`src/mips_isa_pkg.sv`:
```
package mips_isa_pkg;

    localparam int XLEN       = 32;
    localparam int REG_ADDR_W = 5;
    localparam int OPCODE_W   = 6;
    localparam int FUNCT_W    = 6;
    localparam int SHAMT_W    = 5;
    localparam int IMM_W      = 16;

    localparam logic [XLEN-1:0]       RESET_PC = 32'hBFC0_0000; // boot rom entry
    localparam logic [REG_ADDR_W-1:0] RA_REG   = 5'd31;         // link target of JAL

    // primary opcode, instr[31:26]
    typedef enum logic [OPCODE_W-1:0] {
        OP_SPECIAL = 6'h00,
        OP_J       = 6'h02,
        OP_JAL     = 6'h03,
        OP_BEQ     = 6'h04,
        OP_BNE     = 6'h05,
        OP_ADDIU   = 6'h09,
        OP_ORI     = 6'h0D,
        OP_LUI     = 6'h0F,
        OP_LW      = 6'h23,
        OP_SW      = 6'h2B
    } opcode_e;

    // SPECIAL function field, instr[5:0]
    typedef enum logic [FUNCT_W-1:0] {
        FN_SLL  = 6'h00,
        FN_ADDU = 6'h21,
        FN_SUBU = 6'h23,
        FN_AND  = 6'h24,
        FN_OR   = 6'h25,
        FN_XOR  = 6'h26,
        FN_SLT  = 6'h2A
    } funct_e;

endpackage
```
`src/pipe_pkg.sv`:
```
package pipe_pkg;

    typedef enum logic [3:0] {
        ALU_ADD, ALU_SUB, ALU_AND, ALU_OR, ALU_XOR, ALU_SLT, ALU_SLL, ALU_LUI
    } alu_op_e;

    typedef enum logic [1:0] {BR_NONE, BR_BEQ, BR_BNE} branch_e;
    typedef enum logic [1:0] {DST_RD, DST_RT, DST_RA} dst_sel_e;
    typedef enum logic [1:0] {WB_ALU, WB_MEM, WB_LINK} wb_sel_e;
    typedef enum logic [1:0] {FWD_REG, FWD_MEM, FWD_WB} fwd_sel_e;

    // all-zero word is a harmless nop
    typedef struct packed {
        alu_op_e  alu_op;
        logic     src_b_imm;   // operand b from imm32
        logic     src_a_shamt; // operand a from shamt
        logic     sign_ext;
        dst_sel_e dst_sel;
        wb_sel_e  wb_sel;
        logic     reg_wr;
        logic     mem_rd;
        logic     mem_wr;
        branch_e  branch;
        logic     jump;
        logic     uses_rs;     // for load-use detection
        logic     uses_rt;
    } ctrl_t;

    typedef struct packed {
        logic                        valid;
        logic [mips_isa_pkg::XLEN-1:0] pc;
        logic [mips_isa_pkg::XLEN-1:0] instr;
    } if_id_t;

    typedef struct packed {
        logic                              valid;
        ctrl_t                             ctrl;
        logic [mips_isa_pkg::XLEN-1:0]       pc;
        logic [mips_isa_pkg::XLEN-1:0]       bus_a;
        logic [mips_isa_pkg::XLEN-1:0]       bus_b;
        logic [mips_isa_pkg::XLEN-1:0]       imm32;
        logic [mips_isa_pkg::SHAMT_W-1:0]    shamt;
        logic [mips_isa_pkg::REG_ADDR_W-1:0] rs;
        logic [mips_isa_pkg::REG_ADDR_W-1:0] rt;
        logic [mips_isa_pkg::REG_ADDR_W-1:0] rd;
    } id_ex_t;

    typedef struct packed {
        logic                              valid;
        logic [mips_isa_pkg::XLEN-1:0]       pc;
        logic [mips_isa_pkg::XLEN-1:0]       alu_out;    // also the data address
        logic [mips_isa_pkg::XLEN-1:0]       store_data;
        logic [mips_isa_pkg::REG_ADDR_W-1:0] dst;
        logic                              reg_wr;
        logic                              mem_rd;
        logic                              mem_wr;
        wb_sel_e                           wb_sel;
    } ex_mem_t;

    typedef struct packed {
        logic                              valid;
        logic [mips_isa_pkg::XLEN-1:0]       pc;
        logic [mips_isa_pkg::XLEN-1:0]       alu_out;
        logic [mips_isa_pkg::XLEN-1:0]       mem_data;
        logic [mips_isa_pkg::REG_ADDR_W-1:0] dst;
        logic                              reg_wr;
        wb_sel_e                           wb_sel;
    } mem_wb_t;

endpackage

```
`src/mycpu_top.sv`:
```
`timescale 1ns/1ps

module mycpu_top (
    input  logic                              aclk,
    input  logic                              arst_n_i,
    output logic [mips_isa_pkg::XLEN-1:0]       inst_addr_o,
    input  logic [mips_isa_pkg::XLEN-1:0]       inst_rdata_i,
    output logic                              data_en_o,
    output logic                              data_we_o,
    output logic [mips_isa_pkg::XLEN-1:0]       data_addr_o,
    output logic [mips_isa_pkg::XLEN-1:0]       data_wdata_o,
    input  logic [mips_isa_pkg::XLEN-1:0]       data_rdata_i,
    output logic [mips_isa_pkg::XLEN-1:0]       debug_wb_pc_o,
    output logic [3:0]                        debug_wb_rf_wen_o,
    output logic [mips_isa_pkg::REG_ADDR_W-1:0] debug_wb_rf_wnum_o,
    output logic [mips_isa_pkg::XLEN-1:0]       debug_wb_rf_wdata_o
);
    import mips_isa_pkg::*;
    import pipe_pkg::*;

    logic [XLEN-1:0]       pc, pc_next;
    logic [XLEN-1:0]       id_pc4, jump_target, branch_target;
    if_id_t                if_id;
    id_ex_t                id_ex;
    ex_mem_t               ex_mem;
    mem_wb_t               mem_wb;

    logic [XLEN-1:0]       id_instr;
    ctrl_t                 id_ctrl;
    logic [REG_ADDR_W-1:0] id_rs, id_rt, id_rd;
    logic [IMM_W-1:0]      id_imm;
    logic [XLEN-1:0]       id_imm32, rf_a, rf_b;

    logic                  stall, branch_taken;
    fwd_sel_e              fwd_a, fwd_b;
    logic [XLEN-1:0]       ex_alu_out, ex_store_data;
    logic [REG_ADDR_W-1:0] ex_dst;
    logic [XLEN-1:0]       mem_result, wb_result;
    logic                  wb_wen;

    // fetch
    assign inst_addr_o   = pc;
    assign id_pc4        = if_id.pc + 32'd4;
    assign jump_target   = {id_pc4[31:28], id_instr[25:0], 2'b00};
    assign branch_target = id_ex.pc + 32'd4 + {id_ex.imm32[XLEN-3:0], 2'b00};

    always_comb begin
        if (branch_taken) begin
            pc_next = branch_target;
        end else if (id_ctrl.jump) begin
            pc_next = jump_target; // delay slot is already in fetch
        end else begin
            pc_next = pc + 32'd4;
        end
    end

    always_ff @(posedge aclk or negedge arst_n_i) begin
        if (!arst_n_i) begin
            pc <= RESET_PC;
        end else if (!stall) begin
            pc <= pc_next;
        end
    end

    always_ff @(posedge aclk or negedge arst_n_i) begin
        if (!arst_n_i) begin
            if_id <= '0;
        end else if (!stall) begin
            // taken branch kills the instruction after its delay slot
            if_id <= '{valid: !branch_taken, pc: pc, instr: inst_rdata_i};
        end
    end

    // decode, an empty slot decodes as sll r0 (nop)
    assign id_instr = if_id.valid ? if_id.instr : '0;
    assign id_rs    = id_instr[25:21];
    assign id_rt    = id_instr[20:16];
    assign id_rd    = id_instr[15:11];
    assign id_imm   = id_instr[IMM_W-1:0];
    assign id_imm32 = id_ctrl.sign_ext ? {{(XLEN-IMM_W){id_imm[IMM_W-1]}}, id_imm}
                                       : {{(XLEN-IMM_W){1'b0}}, id_imm};

    decoder i_decoder (
        .instr_i (id_instr),
        .ctrl_o  (id_ctrl)
    );

    reg_file i_reg_file (
        .aclk      (aclk),
        .arst_n_i  (arst_n_i),
        .rs_i      (id_rs),
        .rt_i      (id_rt),
        .rd_a_o    (rf_a),
        .rd_b_o    (rf_b),
        .wr_en_i   (wb_wen),
        .wr_addr_i (mem_wb.dst),
        .wr_data_i (wb_result)
    );

    hazard_unit i_hazard_unit (
        .id_ctrl_i (id_ctrl),
        .id_rs_i   (id_rs),
        .id_rt_i   (id_rt),
        .id_ex_i   (id_ex),
        .ex_mem_i  (ex_mem),
        .mem_wb_i  (mem_wb),
        .stall_o   (stall),
        .fwd_a_o   (fwd_a),
        .fwd_b_o   (fwd_b)
    );

    always_ff @(posedge aclk or negedge arst_n_i) begin
        if (!arst_n_i) begin
            id_ex <= '0;
        end else if (stall) begin
            id_ex <= '0; // bubble behind the load
        end else begin
            id_ex <= '{valid: if_id.valid, ctrl: id_ctrl, pc: if_id.pc,
                       bus_a: rf_a, bus_b: rf_b, imm32: id_imm32,
                       shamt: id_instr[10:6], rs: id_rs, rt: id_rt, rd: id_rd};
        end
    end

    // execute
    execute_unit i_execute_unit (
        .id_ex_i        (id_ex),
        .fwd_a_i        (fwd_a),
        .fwd_b_i        (fwd_b),
        .mem_fwd_i      (mem_result),
        .wb_fwd_i       (wb_result),
        .alu_out_o      (ex_alu_out),
        .store_data_o   (ex_store_data),
        .branch_taken_o (branch_taken)
    );

    always_comb begin
        case (id_ex.ctrl.dst_sel)
            DST_RT:  ex_dst = id_ex.rt;
            DST_RA:  ex_dst = RA_REG;
            default: ex_dst = id_ex.rd;
        endcase
    end

    always_ff @(posedge aclk or negedge arst_n_i) begin
        if (!arst_n_i) begin
            ex_mem <= '0;
        end else begin
            ex_mem <= '{valid: id_ex.valid, pc: id_ex.pc, alu_out: ex_alu_out,
                        store_data: ex_store_data, dst: ex_dst,
                        reg_wr: id_ex.ctrl.reg_wr, mem_rd: id_ex.ctrl.mem_rd,
                        mem_wr: id_ex.ctrl.mem_wr, wb_sel: id_ex.ctrl.wb_sel};
        end
    end

    // memory
    assign data_en_o    = ex_mem.valid && (ex_mem.mem_rd || ex_mem.mem_wr);
    assign data_we_o    = ex_mem.valid && ex_mem.mem_wr;
    assign data_addr_o  = ex_mem.alu_out;
    assign data_wdata_o = ex_mem.store_data;

    // load data never forwards from here, the load-use stall covers it
    assign mem_result = (ex_mem.wb_sel == WB_LINK) ? ex_mem.pc + 32'd8 : ex_mem.alu_out;

    always_ff @(posedge aclk or negedge arst_n_i) begin
        if (!arst_n_i) begin
            mem_wb <= '0;
        end else begin
            mem_wb <= '{valid: ex_mem.valid, pc: ex_mem.pc, alu_out: ex_mem.alu_out,
                        mem_data: data_rdata_i, dst: ex_mem.dst,
                        reg_wr: ex_mem.reg_wr, wb_sel: ex_mem.wb_sel};
        end
    end

    // writeback
    always_comb begin
        case (mem_wb.wb_sel)
            WB_MEM:  wb_result = mem_wb.mem_data;
            WB_LINK: wb_result = mem_wb.pc + 32'd8; // return past the delay slot
            default: wb_result = mem_wb.alu_out;
        endcase
    end

    assign wb_wen = mem_wb.valid && mem_wb.reg_wr && mem_wb.dst != '0;

    assign debug_wb_pc_o       = mem_wb.pc;
    assign debug_wb_rf_wen_o   = {4{wb_wen}};
    assign debug_wb_rf_wnum_o  = mem_wb.dst;
    assign debug_wb_rf_wdata_o = wb_result;

endmodule

```
`src/execute_unit.sv`:
```
`timescale 1ns/1ps

module execute_unit (
    input  pipe_pkg::id_ex_t            id_ex_i,
    input  pipe_pkg::fwd_sel_e          fwd_a_i,
    input  pipe_pkg::fwd_sel_e          fwd_b_i,
    input  logic [mips_isa_pkg::XLEN-1:0] mem_fwd_i,
    input  logic [mips_isa_pkg::XLEN-1:0] wb_fwd_i,
    output logic [mips_isa_pkg::XLEN-1:0] alu_out_o,
    output logic [mips_isa_pkg::XLEN-1:0] store_data_o,
    output logic                        branch_taken_o
);
    import mips_isa_pkg::*;
    import pipe_pkg::*;

    logic [XLEN-1:0] bus_a, bus_b; // after forwarding
    logic [XLEN-1:0] op_a, op_b;   // after source select

    function automatic logic [XLEN-1:0] pick(input fwd_sel_e sel,
                                             input logic [XLEN-1:0] reg_val);
        case (sel)
            FWD_MEM: return mem_fwd_i;
            FWD_WB:  return wb_fwd_i;
            default: return reg_val;
        endcase
    endfunction

    always_comb begin
        bus_a = pick(fwd_a_i, id_ex_i.bus_a);
        bus_b = pick(fwd_b_i, id_ex_i.bus_b);
    end

    assign op_a = id_ex_i.ctrl.src_a_shamt ? {{(XLEN-SHAMT_W){1'b0}}, id_ex_i.shamt} : bus_a;
    assign op_b = id_ex_i.ctrl.src_b_imm ? id_ex_i.imm32 : bus_b;

    assign store_data_o = bus_b;

    always_comb begin
        case (id_ex_i.ctrl.alu_op)
            ALU_ADD: alu_out_o = op_a + op_b;
            ALU_SUB: alu_out_o = op_a - op_b;
            ALU_AND: alu_out_o = op_a & op_b;
            ALU_OR:  alu_out_o = op_a | op_b;
            ALU_XOR: alu_out_o = op_a ^ op_b;
            ALU_SLT: alu_out_o = {{(XLEN-1){1'b0}}, $signed(op_a) < $signed(op_b)};
            ALU_SLL: alu_out_o = op_b << op_a[SHAMT_W-1:0];
            ALU_LUI: alu_out_o = {op_b[15:0], 16'h0000};
            default: alu_out_o = '0;
        endcase
    end

    assign branch_taken_o = id_ex_i.valid &&
                            ((id_ex_i.ctrl.branch == BR_BEQ && bus_a == bus_b) ||
                             (id_ex_i.ctrl.branch == BR_BNE && bus_a != bus_b));

endmodule

```
`src/hazard_unit.sv`:
```
`timescale 1ns/1ps

module hazard_unit (
    input  pipe_pkg::ctrl_t                   id_ctrl_i,
    input  logic [mips_isa_pkg::REG_ADDR_W-1:0] id_rs_i,
    input  logic [mips_isa_pkg::REG_ADDR_W-1:0] id_rt_i,
    input  pipe_pkg::id_ex_t                  id_ex_i,
    input  pipe_pkg::ex_mem_t                 ex_mem_i,
    input  pipe_pkg::mem_wb_t                 mem_wb_i,
    output logic                              stall_o,
    output pipe_pkg::fwd_sel_e                fwd_a_o,
    output pipe_pkg::fwd_sel_e                fwd_b_o
);
    import mips_isa_pkg::*;
    import pipe_pkg::*;

    logic load_in_ex;

    // youngest producer wins and r0 never forwards
    function automatic fwd_sel_e fwd_src(input logic [REG_ADDR_W-1:0] src);
        if (ex_mem_i.valid && ex_mem_i.reg_wr &&
            ex_mem_i.dst != '0 && ex_mem_i.dst == src) begin
            return FWD_MEM;
        end
        if (mem_wb_i.valid && mem_wb_i.reg_wr &&
            mem_wb_i.dst != '0 && mem_wb_i.dst == src) begin
            return FWD_WB;
        end
        return FWD_REG;
    endfunction

    always_comb begin
        fwd_a_o = fwd_src(id_ex_i.rs);
        fwd_b_o = fwd_src(id_ex_i.rt);
    end

    // load data only exists at the end of MEM so the consumer waits a cycle
    assign load_in_ex = id_ex_i.valid && id_ex_i.ctrl.mem_rd && id_ex_i.rt != '0;

    assign stall_o = load_in_ex &&
                     ((id_ctrl_i.uses_rs && id_rs_i == id_ex_i.rt) ||
                      (id_ctrl_i.uses_rt && id_rt_i == id_ex_i.rt));

endmodule

```
`src/reg_file.sv`:
```
`timescale 1ns/1ps

module reg_file (
    input  logic                              aclk,
    input  logic                              arst_n_i,
    input  logic [mips_isa_pkg::REG_ADDR_W-1:0] rs_i,
    input  logic [mips_isa_pkg::REG_ADDR_W-1:0] rt_i,
    output logic [mips_isa_pkg::XLEN-1:0]       rd_a_o,
    output logic [mips_isa_pkg::XLEN-1:0]       rd_b_o,
    input  logic                              wr_en_i,
    input  logic [mips_isa_pkg::REG_ADDR_W-1:0] wr_addr_i,
    input  logic [mips_isa_pkg::XLEN-1:0]       wr_data_i
);
    import mips_isa_pkg::*;

    logic [XLEN-1:0] regs [32]; // regs[0] is never written

    always_ff @(posedge aclk or negedge arst_n_i) begin
        if (!arst_n_i) begin
            for (int i = 0; i < 32; i++) begin
                regs[i] <= '0;
            end
        end else if (wr_en_i && wr_addr_i != '0) begin
            regs[wr_addr_i] <= wr_data_i;
        end
    end

    // write-through, WB result visible to ID in the same cycle
    assign rd_a_o = (rs_i == '0) ? '0 :
                    (wr_en_i && wr_addr_i == rs_i) ? wr_data_i : regs[rs_i];
    assign rd_b_o = (rt_i == '0) ? '0 :
                    (wr_en_i && wr_addr_i == rt_i) ? wr_data_i : regs[rt_i];

endmodule

```
`src/decoder.sv`:
```
`timescale 1ns/1ps

module decoder (
    input  logic [mips_isa_pkg::XLEN-1:0] instr_i,
    output pipe_pkg::ctrl_t             ctrl_o
);
    import mips_isa_pkg::*;
    import pipe_pkg::*;

    opcode_e opcode;
    funct_e  funct;

    assign opcode = opcode_e'(instr_i[31:26]);
    assign funct  = funct_e'(instr_i[5:0]);

    always_comb begin
        ctrl_o = '0;
        case (opcode)
            OP_SPECIAL: begin
                ctrl_o.dst_sel = DST_RD;
                ctrl_o.reg_wr  = 1'b1;
                ctrl_o.uses_rs = 1'b1;
                ctrl_o.uses_rt = 1'b1;
                case (funct)
                    FN_ADDU: ctrl_o.alu_op = ALU_ADD;
                    FN_SUBU: ctrl_o.alu_op = ALU_SUB;
                    FN_AND:  ctrl_o.alu_op = ALU_AND;
                    FN_OR:   ctrl_o.alu_op = ALU_OR;
                    FN_XOR:  ctrl_o.alu_op = ALU_XOR;
                    FN_SLT:  ctrl_o.alu_op = ALU_SLT;
                    FN_SLL: begin
                        ctrl_o.alu_op      = ALU_SLL;
                        ctrl_o.src_a_shamt = 1'b1;
                        ctrl_o.uses_rs     = 1'b0; // rs field unused by shifts
                    end
                    default: ctrl_o = '0;          // unknown funct acts as nop
                endcase
            end
            OP_ADDIU, OP_ORI, OP_LUI, OP_LW: begin
                ctrl_o.src_b_imm = 1'b1;
                ctrl_o.dst_sel   = DST_RT;
                ctrl_o.reg_wr    = 1'b1;
                ctrl_o.uses_rs   = (opcode != OP_LUI);
                ctrl_o.sign_ext  = (opcode == OP_ADDIU) || (opcode == OP_LW);
                if (opcode == OP_ORI) begin
                    ctrl_o.alu_op = ALU_OR;
                end else if (opcode == OP_LUI) begin
                    ctrl_o.alu_op = ALU_LUI;
                end else begin
                    ctrl_o.alu_op = ALU_ADD;
                end
                if (opcode == OP_LW) begin
                    ctrl_o.wb_sel = WB_MEM;
                    ctrl_o.mem_rd = 1'b1;
                end
            end
            OP_SW: begin
                ctrl_o.alu_op    = ALU_ADD;   // base + offset
                ctrl_o.src_b_imm = 1'b1;
                ctrl_o.sign_ext  = 1'b1;
                ctrl_o.mem_wr    = 1'b1;
                ctrl_o.uses_rs   = 1'b1;
                ctrl_o.uses_rt   = 1'b1;      // store data
            end
            OP_BEQ, OP_BNE: begin
                ctrl_o.branch   = (opcode == OP_BEQ) ? BR_BEQ : BR_BNE;
                ctrl_o.sign_ext = 1'b1;
                ctrl_o.uses_rs  = 1'b1;
                ctrl_o.uses_rt  = 1'b1;
            end
            OP_J: ctrl_o.jump = 1'b1;
            OP_JAL: begin
                ctrl_o.jump    = 1'b1;
                ctrl_o.dst_sel = DST_RA;
                ctrl_o.wb_sel  = WB_LINK;
                ctrl_o.reg_wr  = 1'b1;
            end
            default: ctrl_o = '0;
        endcase
    end

endmodule

```
`config.mk`:
```
export PLATFORM = sky130hd
export DESIGN_NAME = mycpu_top
export DESIGN_NICKNAME = d
export VERILOG_FILES = /design/src/mips_isa_pkg.sv /design/src/pipe_pkg.sv /design/src/mycpu_top.sv /design/src/execute_unit.sv /design/src/hazard_unit.sv /design/src/reg_file.sv /design/src/decoder.sv
export SDC_FILE = /design/constraint.sdc
export NUM_CORES = 2
export LEC_CHECK = 0
export BUFFER_PORTS_ARGS = -buffer_cell sky130_fd_sc_hd__buf_2
export CAP_MARGIN = 10
export CORE_ASPECT_RATIO = 1.25
export CORE_MARGIN = 2
export CORE_UTILIZATION = 35
export CTS_CLUSTER_SIZE = 25
export DETAILED_ROUTE_END_ITERATION = 10
export GPL_TIMING_DRIVEN = 0
export SLEW_MARGIN = 20
export SYNTH_ARGS = -nofsm -noshare
export SYNTH_HDL_FRONTEND = slang
export SYNTH_SLANG_ARGS = --single-unit
```
`constraint.sdc`:
```
create_clock -name aclk -period 18.2 [get_ports aclk]
set_input_delay 2.73 -clock aclk [delete_from_list [all_inputs] [get_ports aclk]]
set_output_delay 2.73 -clock aclk [all_outputs]
set_load 0.05 [all_outputs]
```
==> results.ini <==
[clock_network]
cts_tree = yes
holdBufCountCts = 0
clk_path_buf_depth = 4
cts_resized = 0
clock_latency_ns = 0.90
htreeDepth = 4
clkTransAtPathRegs_ns = 0.07
cts_buffers = 175
numClockSinks = 1470
cts-root-buf = clkbuf_16
post_cts_buffers = 0

[routing]
antenna_left = 0
post-route-drc-count = 0
dr.pass1.iters = 9
wl_per_cell_um = 43.0
drt-total-wl_um = 533000
via_count = 78621
drtIter0Drc = 10383
viasPerCell = 6.35

[synthesis]
synth-seq-area-share = 0.443
ys_types = 91
synth-async-reset-ratio = 1.00
synth_edf_count = 0
synth_flop_cell = dfrtp_1
synth.net_count = 8865
synth_cells = 8625
ys_ff_latch = 1470
syn_area_um2 = 83100
yosys_warnings = 0
avgSynthCellArea_um2 = 9.63

[timing]
tightest_slew_ns = 1.34
max_freq_ghz = 0.0905
setup_viol = 0
period_needed_ns = 11.05
skew_ns = 0.0662
rsz0062_at_grt = no
maxSlewHeadroom = 0.0988
hold_viol = 0
holdWs_ns = 0.355
final-max-slew-violation-count = 0
period_share = 0.607
fin_setup_tns_ns = 0

[critical_path]
cp.required_ns = 18.97
start_kind = flop
crit_start = debug_wb_rf_wnum_o[4]
worstPathArrival_ns = 11.83
endpoint_kind = flop
critPathMaxFanout = 13
reg2reg_depth = 26
r2r-end = data_addr_o[31]
r2r-start = debug_wb_rf_wnum_o[4]
r2r_slack_ns = 7.15
crit_type = flop to flop

[floorplanning]
chipHeight_um = 549
die_area_um2 = 241000
placementRows = 199
core_area_um2 = 236000
die_w_um = 440
initial_core_util = 0.353
io_pins = 237

[power]
clockPowerShare = 0.335
p_sw_mw = 4.41
leakage_nw = 41.0
p_int_mw = 6.63
vdd_drop_max_v = 0.0000767
powerDensity_nw_per_um2 = 115
power_mw = 11.0
seqPwrFrac = 0.381
combPwrFrac = 0.284
swShare = 0.400

[global_routing]
overflow = 0
antenna_found_initial = 44
grt_max_degree = 131
grt_pass1_vias = 76606
grt_pass1_wl_um = 701000
track_usage = 0.435

[placement]
postPlaceCellArea_um2 = 89800
port_buffers = 236
gp_congestion = 1.07
dpl.hpwl_um = 412000

[hold_path]
whs_path_depth = 0
hold_class = flop to flop
min_to = ex_mem[0]
min_from = id_ex[156]

[finish]
drive_gt1_frac = 0.165
syn_to_final_growth_pct = 15.3
nNetsFinal = 9347
finish.instance_area_um2 = 95800

[job]
maxCapViolations = 0

[run_status]
status = finished clean

-- cell families after synthesis --
family / share of synthesized area
xor gates and xnor gates: 0.0169
and+or+nand+nor: 0.152
DFF: 0.443
AOI/OAI and AO/OA: 0.154
adders and majority gates: 0.0265
muxes: 0.154
buffers and inverters: 0.0538
-- routing by layer --
metal / GRT usage / vias to the layer above / wire length, µm
met1: 0.480 / 40283 / 182000
met4: 0.456 / 14 / 69500
met3: 0.101 / 1798 / 43200
li1: - / 31593 / -
met5: 0 / - / 94
met2: 0.670 / 4933 / 238000
-- how the worst max path moves through the flow --
stage / endpoint / slack [ns] / cells past startpoint
after floorplan: data_addr_o[31] / 11.58 / 27
after global placement: mem_wb[39] / -19.24 / 1
after detailed placement: data_addr_o[31] / 7.44 / 26
after CTS: data_addr_o[31] / 7.44 / 26
after global routing: data_addr_o[31] / 6.88 / 26
final: data_addr_o[31] / 7.15 / 26
-- stage by stage --
stage,setup slack [ns],std cells,util
global placement,-19.24,11976,0.374
global route,6.88,12351,0.406
CTS,7.44,12341,0.406
floorplan,11.58,8625,-
detailed placement,7.44,12041,0.381
finish,7.15,12383,0.407
-- flip-flops by register name (all words and copies together), names as in the netlist --
register,cells
if_id,65
i_reg_file.regs,1024
data_wdata_o,32
inst_addr_o,32
debug_wb_rf_wnum_o,5
debug_wb_pc_o,32
mem_wb,68
data_addr_o,32
ex_mem,43
id_ex,137
-- area by class of cell --
class	instances	area [µm²]
Clock buffer	246	5090
Inverter	188	706
Buffer	884	3960
Multi-Input combinational cell	6083	42100
Tap cell	3115	3900
Sequential cell	1470	36800
Clock inverter	54	696
Timing Repair Buffer	305	2520
Fill cell	23681	140000
Antenna cell	38	95.1
-- placed cells by master, fill, tap and decap left out, types with 32 or more instances in the layout --
cell type,n
buf_4,112
a22oi_1,36
ha_1,171
inv_1,181
mux2_2,103
nand3_1,272
nor3_1,87
buf_1,52
a21oi_1,246
o211ai_1,39
or2_2,32
a31oi_1,93
a211oi_1,156
diode_2,38
and2_1,135
and3_1,68
xnor2_1,104
mux4_2,453
clkbuf_16,176
a21o_1,34
nor2_1,327
clkbuf_2,117
nor2b_1,53
xor2_1,56
dfrtp_1,1461
nand4_1,56
o21ai_0,1226
clkbuf_1,574
clkbuf_8,43
nand2_1,1694
nand2b_1,40
a221oi_1,59
buf_2,297
mux2i_1,136
-- power by group through the flow --
stage | registers, mW | logic [mW] | clock network [mW]
after global routing | 4.21 | 3.22 | 3.83
after CTS | 4.18 | 3.04 | 3.71
after detailed placement | 4.23 | 3.03 | 0
after global placement | 4.23 | 2.96 | 0
final | 4.20 | 3.14 | 3.70
after floorplan | 3.98 | 1.63 | 0
-- critical path: stages, from the launching register on --
cell and delay (ns):
dfrtp_1 0.45, clkbuf_1 0.90, nor3_1 0.20, a21o_1 0.29
inv_1 0.22, buf_1 0.75, nand4_1 0.15, a31oi_1 0.56
mux2_2 0.26, clkbuf_1 0.69, inv_1 0.31, buf_1 0.39
clkbuf_1 0.42, ha_1 0.41, o21bai_1 0.22, a21oi_1 0.16
o311ai_0 0.73, a41oi_1 0.34, a21oi_1 0.34, o21ai_0 0.35
or4_1 0.58, o21bai_1 0.55, a31oi_1 0.46, o31ai_1 0.52
a221oi_1 0.16, xor2_1 0.17, a211o_1 0.33
-- synth_stat cells, drive strengths merged (90+ instances only) --
master,number,area [µm²]
nand3,273,1370
mux2,104,1170
nor3,90,455
a211oi,162,1220
xnor2,104,911
and2,137,857
a21oi,246,1230
clkbuf,659,2470
nor2,334,1250
inv,182,683
o21ai,1235,6180
buf,225,1290
mux4,453,10200
mux2i,144,1450
nand2,1695,6360
dfrtp,1461,36600
ha,171,2140
a31oi,94,588
Power figures use the tool's default switching activity.
